$ cat src/rtl/tag_pkg.sv
package tag_pkg;

    //////////////////////////////////////////////////
    // Sizes

    localparam int TAG_W     = 8;   // Tag width in bits
    localparam int TAG_DEPTH = 16;  // Slots in the tag array
    localparam int CNT_W     = 16;  // Counter and occupancy width

    localparam int APB_AW = 8;      // APB address width
    localparam int APB_DW = 32;     // APB data width

    //////////////////////////////////////////////////
    // Register byte offsets

    localparam logic [APB_AW-1:0] REG_CMD        = 8'h00;  // Write only command
    localparam logic [APB_AW-1:0] REG_STATUS     = 8'h04;
    localparam logic [APB_AW-1:0] REG_ALLOC_CNT  = 8'h08;
    localparam logic [APB_AW-1:0] REG_REJECT_CNT = 8'h0C;
    localparam logic [APB_AW-1:0] REG_MISS_CNT   = 8'h10;
    localparam logic [APB_AW-1:0] REG_OCCUPANCY  = 8'h14;

    // Field positions inside REG_CMD and REG_STATUS
    localparam int CMD_TAG_LSB  = 8;  // Tag sits in bits 15:8
    localparam int STS_EMPTY    = 0;
    localparam int STS_FULL     = 1;
    localparam int STS_LAST_HIT = 2;

    //////////////////////////////////////////////////
    // Command opcodes, bits 1:0 of REG_CMD

    typedef enum logic [1:0] {
        OP_NOP    = 2'd0,  // No action
        OP_ALLOC  = 2'd1,  // Store tag in lowest free slot
        OP_RETIRE = 2'd2,  // Drop one stored copy
        OP_LOOKUP = 2'd3   // Presence check only
    } tag_op_e;

endpackage : tag_pkg

$ cat src/rtl/apb_tag_if.sv
`timescale 1ns/10ps

module apb_tag_if (
    input  logic                           i_clk,
    input  logic                           i_rst_n,
    // APB slave side
    input  logic                           i_psel,
    input  logic                           i_penable,
    input  logic                           i_pwrite,
    input  logic [tag_pkg::APB_AW-1:0]     i_paddr,
    input  logic [tag_pkg::APB_DW-1:0]     i_pwdata,
    output logic [tag_pkg::APB_DW-1:0]     o_prdata,
    output logic                           o_pready,
    output logic                           o_pslverr,
    // Status coming back from the CAM and result stages
    input  logic                           i_empty,
    input  logic                           i_full,
    input  logic [tag_pkg::CNT_W-1:0]      i_occupancy,
    input  logic                           i_last_hit,
    input  logic [tag_pkg::CNT_W-1:0]      i_alloc_cnt,
    input  logic [tag_pkg::CNT_W-1:0]      i_reject_cnt,
    input  logic [tag_pkg::CNT_W-1:0]      i_miss_cnt,
    // Command towards the CAM
    output logic                           o_cmd_valid,
    output tag_pkg::tag_op_e               o_cmd_op,
    output logic [tag_pkg::TAG_W-1:0]      o_cmd_tag
);

    logic                           acc_phase;   // Second APB cycle
    logic                           addr_hit;    // Address is in the map
    logic                           bad_acc;     // Unmapped or illegal write
    logic                           cmd_wr;      // Legal write to REG_CMD
    tag_pkg::tag_op_e               wr_op;       // Opcode field of PWDATA
    logic [tag_pkg::APB_DW-1:0]     rd_mux;      // Read data before gating

    //////////////////////////////////////////////////
    // Access decode

    assign acc_phase = i_psel & i_penable;

    // Only REG_CMD accepts writes, everything else mapped is read only
    assign bad_acc = ~addr_hit | (i_pwrite & (i_paddr != tag_pkg::REG_CMD));

    assign cmd_wr = acc_phase & i_pwrite & ~bad_acc;

    assign wr_op = tag_pkg::tag_op_e'(i_pwdata[1:0]);

    assign o_pready  = 1'b1;                   // No wait states
    assign o_pslverr = acc_phase & bad_acc;    // Error only in access phase

    //////////////////////////////////////////////////
    // Command capture

    // Strobe lasts exactly one cycle after the access edge
    always_ff @(posedge i_clk or negedge i_rst_n) begin
        if (!i_rst_n) begin
            o_cmd_valid <= 1'b0;
        end else begin
            o_cmd_valid <= cmd_wr && (wr_op != tag_pkg::OP_NOP);  // NOP is dropped here
        end
    end

    // Opcode and tag only matter while the strobe is high
    always_ff @(posedge i_clk) begin
        if (cmd_wr) begin
            o_cmd_op  <= wr_op;
            o_cmd_tag <= i_pwdata[tag_pkg::CMD_TAG_LSB +: tag_pkg::TAG_W];
        end
    end

    //////////////////////////////////////////////////
    // Read mux

    always_comb begin
        addr_hit = 1'b1;
        rd_mux   = '0;
        case (i_paddr)
            tag_pkg::REG_CMD: begin
                // Reads back the last command written
                rd_mux[1:0] = o_cmd_op;
                rd_mux[tag_pkg::CMD_TAG_LSB +: tag_pkg::TAG_W] = o_cmd_tag;
            end
            tag_pkg::REG_STATUS: begin
                rd_mux[tag_pkg::STS_EMPTY]    = i_empty;
                rd_mux[tag_pkg::STS_FULL]     = i_full;
                rd_mux[tag_pkg::STS_LAST_HIT] = i_last_hit;
            end
            tag_pkg::REG_ALLOC_CNT: begin
                rd_mux[tag_pkg::CNT_W-1:0] = i_alloc_cnt;   // Zero extended
            end
            tag_pkg::REG_REJECT_CNT: begin
                rd_mux[tag_pkg::CNT_W-1:0] = i_reject_cnt;
            end
            tag_pkg::REG_MISS_CNT: begin
                rd_mux[tag_pkg::CNT_W-1:0] = i_miss_cnt;
            end
            tag_pkg::REG_OCCUPANCY: begin
                rd_mux[tag_pkg::CNT_W-1:0] = i_occupancy;
            end
            default: begin
                addr_hit = 1'b0;   // Unmapped, data stays zero
            end
        endcase
    end

    // Drive data only for a selected read
    assign o_prdata = (i_psel && !i_pwrite) ? rd_mux : '0;

endmodule : apb_tag_if

$ cat src/rtl/cam_tag.sv
`timescale 1ns/10ps

module cam_tag #(
    parameter int N     = tag_pkg::TAG_W,      // Tag width
    parameter int DEPTH = tag_pkg::TAG_DEPTH   // Number of tag slots
) (
    input  logic                          i_clk,
    input  logic                          i_rst_n,
    input  logic                          i_cmd_valid,
    input  tag_pkg::tag_op_e              i_cmd_op,
    input  logic [N-1:0]                  i_cmd_tag,
    output logic                          o_res_valid,
    output tag_pkg::tag_op_e              o_res_op,
    output logic                          o_res_ok,
    output logic                          o_empty,
    output logic                          o_full,
    output logic [tag_pkg::CNT_W-1:0]     o_occupancy
);

    logic [N-1:0]                tag_mem [DEPTH];  // Tag storage
    logic [DEPTH-1:0]            slot_vld;         // Slot holds a live tag
    logic [tag_pkg::CNT_W-1:0]   occ_cnt;          // Number of set valid bits

    logic                        free_found;
    logic [$clog2(DEPTH)-1:0]    free_idx;         // Lowest free slot
    logic                        match_found;
    logic [$clog2(DEPTH)-1:0]    match_idx;        // Highest matching slot

    logic                        do_alloc;
    logic                        do_retire;
    logic                        ok_nxt;

    //////////////////////////////////////////////////
    // Slot searches

    // Scan downwards so the lowest free index wins
    always_comb begin
        free_found = 1'b0;
        free_idx   = '0;
        for (int i = DEPTH - 1; i >= 0; i--) begin
            if (!slot_vld[i]) begin
                free_found = 1'b1;
                free_idx   = i[$clog2(DEPTH)-1:0];
            end
        end
    end

    // Scan upwards so the highest matching index wins
    always_comb begin
        match_found = 1'b0;
        match_idx   = '0;
        for (int i = 0; i < DEPTH; i++) begin
            if (slot_vld[i] && (tag_mem[i] == i_cmd_tag)) begin
                match_found = 1'b1;
                match_idx   = i[$clog2(DEPTH)-1:0];
            end
        end
    end

    //////////////////////////////////////////////////
    // Command decode

    assign do_alloc  = i_cmd_valid && (i_cmd_op == tag_pkg::OP_ALLOC) && free_found;
    assign do_retire = i_cmd_valid && (i_cmd_op == tag_pkg::OP_RETIRE) && match_found;

    always_comb begin
        case (i_cmd_op)
            tag_pkg::OP_ALLOC:  ok_nxt = free_found;    // Fails when full
            tag_pkg::OP_RETIRE: ok_nxt = match_found;   // Fails on a miss
            tag_pkg::OP_LOOKUP: ok_nxt = match_found;
            default:            ok_nxt = 1'b0;
        endcase
    end

    //////////////////////////////////////////////////
    // State update

    always_ff @(posedge i_clk or negedge i_rst_n) begin
        if (!i_rst_n) begin
            slot_vld <= '0;
            occ_cnt  <= '0;
        end else if (do_alloc) begin
            slot_vld[free_idx] <= 1'b1;
            occ_cnt            <= occ_cnt + 1'b1;
        end else if (do_retire) begin
            slot_vld[match_idx] <= 1'b0;   // Tag data is left in place
            occ_cnt             <= occ_cnt - 1'b1;
        end
    end

    always_ff @(posedge i_clk) begin
        if (do_alloc) tag_mem[free_idx] <= i_cmd_tag;
    end

    // Outcome trails the command by one cycle
    always_ff @(posedge i_clk or negedge i_rst_n) begin
        if (!i_rst_n) begin
            o_res_valid <= 1'b0;
            o_res_op    <= tag_pkg::OP_NOP;
            o_res_ok    <= 1'b0;
        end else begin
            o_res_valid <= i_cmd_valid;
            if (i_cmd_valid) begin
                o_res_op <= i_cmd_op;
                o_res_ok <= ok_nxt;
            end
        end
    end

    assign o_empty     = ~|slot_vld;
    assign o_full      =  &slot_vld;
    assign o_occupancy = occ_cnt;

endmodule : cam_tag

$ cat src/rtl/tag_result_stage.sv
`timescale 1ns/10ps

module tag_result_stage (
    input  logic                          i_clk,
    input  logic                          i_rst_n,
    // Outcome from the CAM
    input  logic                          i_res_valid,
    input  tag_pkg::tag_op_e              i_res_op,
    input  logic                          i_res_ok,
    // Host visible statistics
    output logic                          o_last_hit,
    output logic [tag_pkg::CNT_W-1:0]     o_alloc_cnt,
    output logic [tag_pkg::CNT_W-1:0]     o_reject_cnt,
    output logic [tag_pkg::CNT_W-1:0]     o_miss_cnt
);

    logic                          alloc_ev;    // Alloc stored
    logic                          reject_ev;   // Alloc refused, array full
    logic                          miss_ev;     // Retire found nothing
    logic                          lookup_ev;

    //////////////////////////////////////////////////
    // Saturating increment

    // Holds at all ones instead of wrapping
    function automatic logic [tag_pkg::CNT_W-1:0] sat_inc(
        input logic [tag_pkg::CNT_W-1:0] val
    );
        logic [tag_pkg::CNT_W-1:0] nxt;
        nxt = &val ? val : val + 1'b1;
        return nxt;
    endfunction

    //////////////////////////////////////////////////
    // Event decode

    always_comb begin
        alloc_ev  = 1'b0;
        reject_ev = 1'b0;
        miss_ev   = 1'b0;
        lookup_ev = 1'b0;
        if (i_res_valid) begin
            case (i_res_op)
                tag_pkg::OP_ALLOC: begin
                    alloc_ev  = i_res_ok;
                    reject_ev = ~i_res_ok;
                end
                tag_pkg::OP_RETIRE: begin
                    miss_ev = ~i_res_ok;   // Successful retire is not counted
                end
                tag_pkg::OP_LOOKUP: begin
                    lookup_ev = 1'b1;
                end
                default: begin
                    // NOP never reaches here, nothing to count
                end
            endcase
        end
    end

    //////////////////////////////////////////////////
    // Counters and sticky status

    always_ff @(posedge i_clk or negedge i_rst_n) begin
        if (!i_rst_n) begin
            o_last_hit   <= 1'b0;
            o_alloc_cnt  <= '0;
            o_reject_cnt <= '0;
            o_miss_cnt   <= '0;
        end else begin
            if (lookup_ev) o_last_hit <= i_res_ok;   // Held until the next lookup
            if (alloc_ev)  o_alloc_cnt <= sat_inc(o_alloc_cnt);
            if (reject_ev) o_reject_cnt <= sat_inc(o_reject_cnt);
            if (miss_ev)   o_miss_cnt <= sat_inc(o_miss_cnt);
        end
    end

endmodule : tag_result_stage

$ cat src/rtl/tag_tracker_top.sv
`timescale 1ns/10ps

module tag_tracker_top (
    input  logic                           i_clk,
    input  logic                           i_rst_n,
    // APB slave
    input  logic                           i_psel,
    input  logic                           i_penable,
    input  logic                           i_pwrite,
    input  logic [tag_pkg::APB_AW-1:0]     i_paddr,
    input  logic [tag_pkg::APB_DW-1:0]     i_pwdata,
    output logic [tag_pkg::APB_DW-1:0]     o_prdata,
    output logic                           o_pready,
    output logic                           o_pslverr
);

    // Stage 1 to stage 2
    logic                          cmd_valid;
    tag_pkg::tag_op_e              cmd_op;
    logic [tag_pkg::TAG_W-1:0]     cmd_tag;

    // Stage 2 to stage 3
    logic                          res_valid;
    tag_pkg::tag_op_e              res_op;
    logic                          res_ok;

    // Status back to the register block
    logic                          empty;
    logic                          full;
    logic [tag_pkg::CNT_W-1:0]     occupancy;
    logic                          last_hit;
    logic [tag_pkg::CNT_W-1:0]     alloc_cnt;
    logic [tag_pkg::CNT_W-1:0]     reject_cnt;
    logic [tag_pkg::CNT_W-1:0]     miss_cnt;

    apb_tag_if u_apb_tag_if (
        .i_clk        (i_clk),
        .i_rst_n      (i_rst_n),
        .i_psel       (i_psel),
        .i_penable    (i_penable),
        .i_pwrite     (i_pwrite),
        .i_paddr      (i_paddr),
        .i_pwdata     (i_pwdata),
        .o_prdata     (o_prdata),
        .o_pready     (o_pready),
        .o_pslverr    (o_pslverr),
        .i_empty      (empty),
        .i_full       (full),
        .i_occupancy  (occupancy),
        .i_last_hit   (last_hit),
        .i_alloc_cnt  (alloc_cnt),
        .i_reject_cnt (reject_cnt),
        .i_miss_cnt   (miss_cnt),
        .o_cmd_valid  (cmd_valid),
        .o_cmd_op     (cmd_op),
        .o_cmd_tag    (cmd_tag)
    );

    cam_tag u_cam_tag (
        .i_clk       (i_clk),
        .i_rst_n     (i_rst_n),
        .i_cmd_valid (cmd_valid),
        .i_cmd_op    (cmd_op),
        .i_cmd_tag   (cmd_tag),
        .o_res_valid (res_valid),
        .o_res_op    (res_op),
        .o_res_ok    (res_ok),
        .o_empty     (empty),
        .o_full      (full),
        .o_occupancy (occupancy)
    );

    tag_result_stage u_tag_result_stage (
        .i_clk        (i_clk),
        .i_rst_n      (i_rst_n),
        .i_res_valid  (res_valid),
        .i_res_op     (res_op),
        .i_res_ok     (res_ok),
        .o_last_hit   (last_hit),
        .o_alloc_cnt  (alloc_cnt),
        .o_reject_cnt (reject_cnt),
        .o_miss_cnt   (miss_cnt)
    );

endmodule : tag_tracker_top

$ cat config.mk
export PLATFORM = sky130hd
export DESIGN_NAME = tag_tracker_top
export DESIGN_NICKNAME = d
export VERILOG_FILES = /design/src/rtl/tag_pkg.sv /design/src/rtl/apb_tag_if.sv /design/src/rtl/cam_tag.sv /design/src/rtl/tag_result_stage.sv /design/src/rtl/tag_tracker_top.sv
export SDC_FILE = /design/constraint.sdc
export NUM_CORES = 1
export LEC_CHECK = 0
export BUFFER_PORTS_ARGS = -buffer_cell sky130_fd_sc_hd__buf_4
export CORE_MARGIN = 2
export CORE_UTILIZATION = 60
export CTS_CLUSTER_DIAMETER = 100
export CTS_CLUSTER_SIZE = 10
export DETAILED_ROUTE_END_ITERATION = 6
export GPL_ROUTABILITY_DRIVEN = 0
export HOLD_SLACK_MARGIN = 0.06
export PLACE_DENSITY_LB_ADDON = 0.25
export SLEW_MARGIN = 20
export SYNTH_ARGS = -nofsm -noshare
export SYNTH_HDL_FRONTEND = slang
export SYNTH_SLANG_ARGS = --single-unit
$ cat constraint.sdc
create_clock -name i_clk -period 5.6 [get_ports i_clk]
set_input_delay 0.84 -clock i_clk [delete_from_list [all_inputs] [get_ports i_clk]]
set_output_delay 0.84 -clock i_clk [all_outputs]
set_load 0.03 [all_outputs]
==> out/metrics.cfg <==
[detailed_routing]
wl_per_cell_um = 18.72
vias_per_cell = 6.015
drc = 0
drtIter0Drc = 497
final_antenna_net_count = 0
vias = 7603
finalWirelength_um = 23660
first_pass_iters = 5

[yosys]
synth_ff_type = edfxtp_1
yosys_register_bits = 224
syn_area_um2 = 11420
synth_edf_count = 138
syn_avg_cell_area_um2 = 11.87
synth_top_cell_area_share = 0.3630
ys_types = 68
ys_seq_area_frac = 0.5515
synthArstFlopShare = 0.3839
synth-warning-count = 0
netlist.top_cell.by_area = edfxtp_1
syn_inst = 962
yosys-top-cells-area = edfxtp_1 (36%), dfrtp_1 (19%), xnor2_1 (12%), nand2_1 (2.7%), ha_1 (2.0%)

[die]
core_um2 = 18710
fp.dieH_um = 141.9
initial_core_util = 0.6103
num_io_pins = 79
die-area_um2 = 20150
rows = 50
die_x_um = 141.9

[clock_network]
clkLatencyLatePin_ns = 0.53
cts_root_buf = clkbuf_16
htreeDepth = 1
cts_buffer_depth = 3
ctsHoldBuffers = 0
clock_sinks = 224
post_cts_buffers = 0
cts_tree = yes
cts_buffers = 26
clk_pin_slew_ns = 0.05
ctsResizeCount = 0

[worst_setup_path]
crit_top_cell = buf_4
crit_slowest_cell = nor3_2
worst-path-max-fanout = 16
crit_family = simple AND/OR/NAND/NOR gates
path_cells = buf_4, or4_1, nor2_1, nand2_1, nor3_2, a32o_1, a21oi_1, nor3_1, buf_4
crit_type = in -> out
critPathArrivalTime_ns = 3.41
startpoint_type = input port
cp.buffers_inverters = 2
crit_path_end_kind = output port
cp_data_required_time_ns = 4.76
slowest_delay_ns = 0.70

[sta]
max_slew_margin = 0.3366
hold_violations = 0
timing.final.ws_setup_ns = 1.349
maxSlewViolCount = 0
finalSetupViolCount = 0
tns_ns = 0
finalWorstPathRequiredPeriod_ns = 4.251
max_clock_freq_mhz = 235.3
worst_slew_pin_slew_ns = 0.9914
skew_ns = 0.01293
rsz0062_at_grt = false
period_share = 0.7591

[cells_and_area]
syn2layout_area_growth_pct = 10.26
final_cell_area_um2 = 12590
drive_above_1_share = 0.1194
instances_no_fill = 1264
final_common_cell = xnor2_1
final_cell_mix = xnor2_1 (162), edfxtp_1 (138), dfrtp_1 (86)
nets = 1078
antenna_cells = 0

[global_routing]
grtUsageTotal = 0.2431
grt-ovfl-total = 0
grt_max_degree = 64
grt_pass1_wl_um = 38450
antenna_found_initial = 0
grt_pass1_vias = 7266

[run_status]
status = complete, no violations

[hold_path]
hold_path.class = in -> async

[placement]
pre_cts_ws_ns = 1.374
dp_cells = 1220
portBuffers = 39
placed_area_um2 = 11820
dp_hpwl_um = 16650

[pwr]
p_total_w = 0.003287
p_leak_nw = 4.608
peakVddDrop_mv = 0.2567
power.density_nw_per_um2 = 261.2

[flow_run]
cap_violations = 0

==> worst paths after layout <==
| kind | start | end | slack, ns | depth (start not counted) |
|---|---|---|---|---|
| max | i_paddr[0] | o_prdata[2] | 1.35 | 9 |
| min | i_rst_n | u_tag_result_stage.o_miss_cnt[5] | 0.20 | 1 |
| max reg2reg | u_cam_tag.slot_vld[2] | u_cam_tag.o_occupancy[14] | 1.61 | 13 |
| min reg2reg | u_tag_result_stage.o_alloc_cnt[11] | u_tag_result_stage.o_alloc_cnt[11] | 0.49 | 1 |
| max in group asynchronous | i_rst_n | u_tag_result_stage.o_reject_cnt[14] | 4.29 | 2 |
| min in group i_clk | i_pwdata[12] | u_apb_tag_if.o_cmd_tag[4] | 0.49 | 1 |
==> cells by family (layout without fill, tap and decap cells) <==
family,after synthesis,in the layout,synth area share
buf+inv,66,119,0.03781
xor+xnor,184,184,0.1412
other cells,2,17,0.0006579
compound gates,141,141,0.08571
fa+ha+maj,19,19,0.02148
flops,224,224,0.5515
mux,19,19,0.01940
simple gates,307,307,0.1423
==> where the power goes <==
part	switching (W)	internal, W
logic	0.0000470	0.0000232
registers	0.00000136	0.00174
clock network	0.000612	0.000861
==> metrics by stage <==
step | util | hold slack, ns
final | 0.6729 | 0.2043
after CTS | 0.6713 | 0.1976
after floorplan | - | 0.4425
after global placement | 0.6320 | 0.4717
after global routing | 0.6729 | 0.2200
after detailed placement | 0.6320 | 0.4823
==> state kept, by name, indices dropped and copies added, names as in the netlist <==
register                         count
u_cam_tag.tag_mem                  128
u_tag_result_stage.o_last_hit        1
u_cam_tag.o_res_valid                1
u_tag_result_stage.o_alloc_cnt      16
u_apb_tag_if.o_cmd_op                2
u_cam_tag.o_res_ok                   1
u_cam_tag.slot_vld                  16
u_tag_result_stage.o_reject_cnt     16
u_apb_tag_if.o_cmd_valid             1
u_cam_tag.o_res_op                   2
u_apb_tag_if.o_cmd_tag               8
u_cam_tag.o_occupancy               16
u_tag_result_stage.o_miss_cnt       16
==> layer usage <==
metal / track usage / up-vias / routed length (um)
li1: - / 3598 / -
met1: 0.3630 / 3698 / 10740
met2: 0.3631 / 259 / 10640
met3: 0.05283 / 48 / 1724
met4: 0.07000 / 0 / 560
met5: 0 / - / 0
==> area by class of cell <==
class	instances	area [um^2]
clock buffer	42	710.7
clock inverter	2	25.02
fill	1395	6118
inverter	20	75.07
multi-input combinational	687	4775
sequential	224	6296
tap	234	292.8
timing repair buffer	55	412.9
==> synth_stat cells (3+ instances only) <==
library cell,instances
nand3b_1,7
nor2_1,38
inv_1,20
or2_2,5
mux2i_1,3
o21a_1,4
a222oi_1,6
o21bai_1,4
xor2_1,22
o21ai_1,11
nor4_2,5
nor4_1,5
nor2b_1,9
a41oi_1,4
a21oi_1,33
or3_1,3
buf_6,14
nand3_1,44
a31oi_1,12
mux2_2,13
a21o_1,6
o21ai_0,11
ha_1,18
or4_1,3
clkbuf_1,11
edfxtp_1,138
a211oi_1,5
a2bb2oi_1,5
xnor2_1,162
buf_4,21
nand2b_1,7
nand2_1,81
nor3_1,40
and3_1,10
nand4_1,33
a22oi_1,17
dfrtp_1,86
No activity file was read; power rests on OpenSTA's default activity.
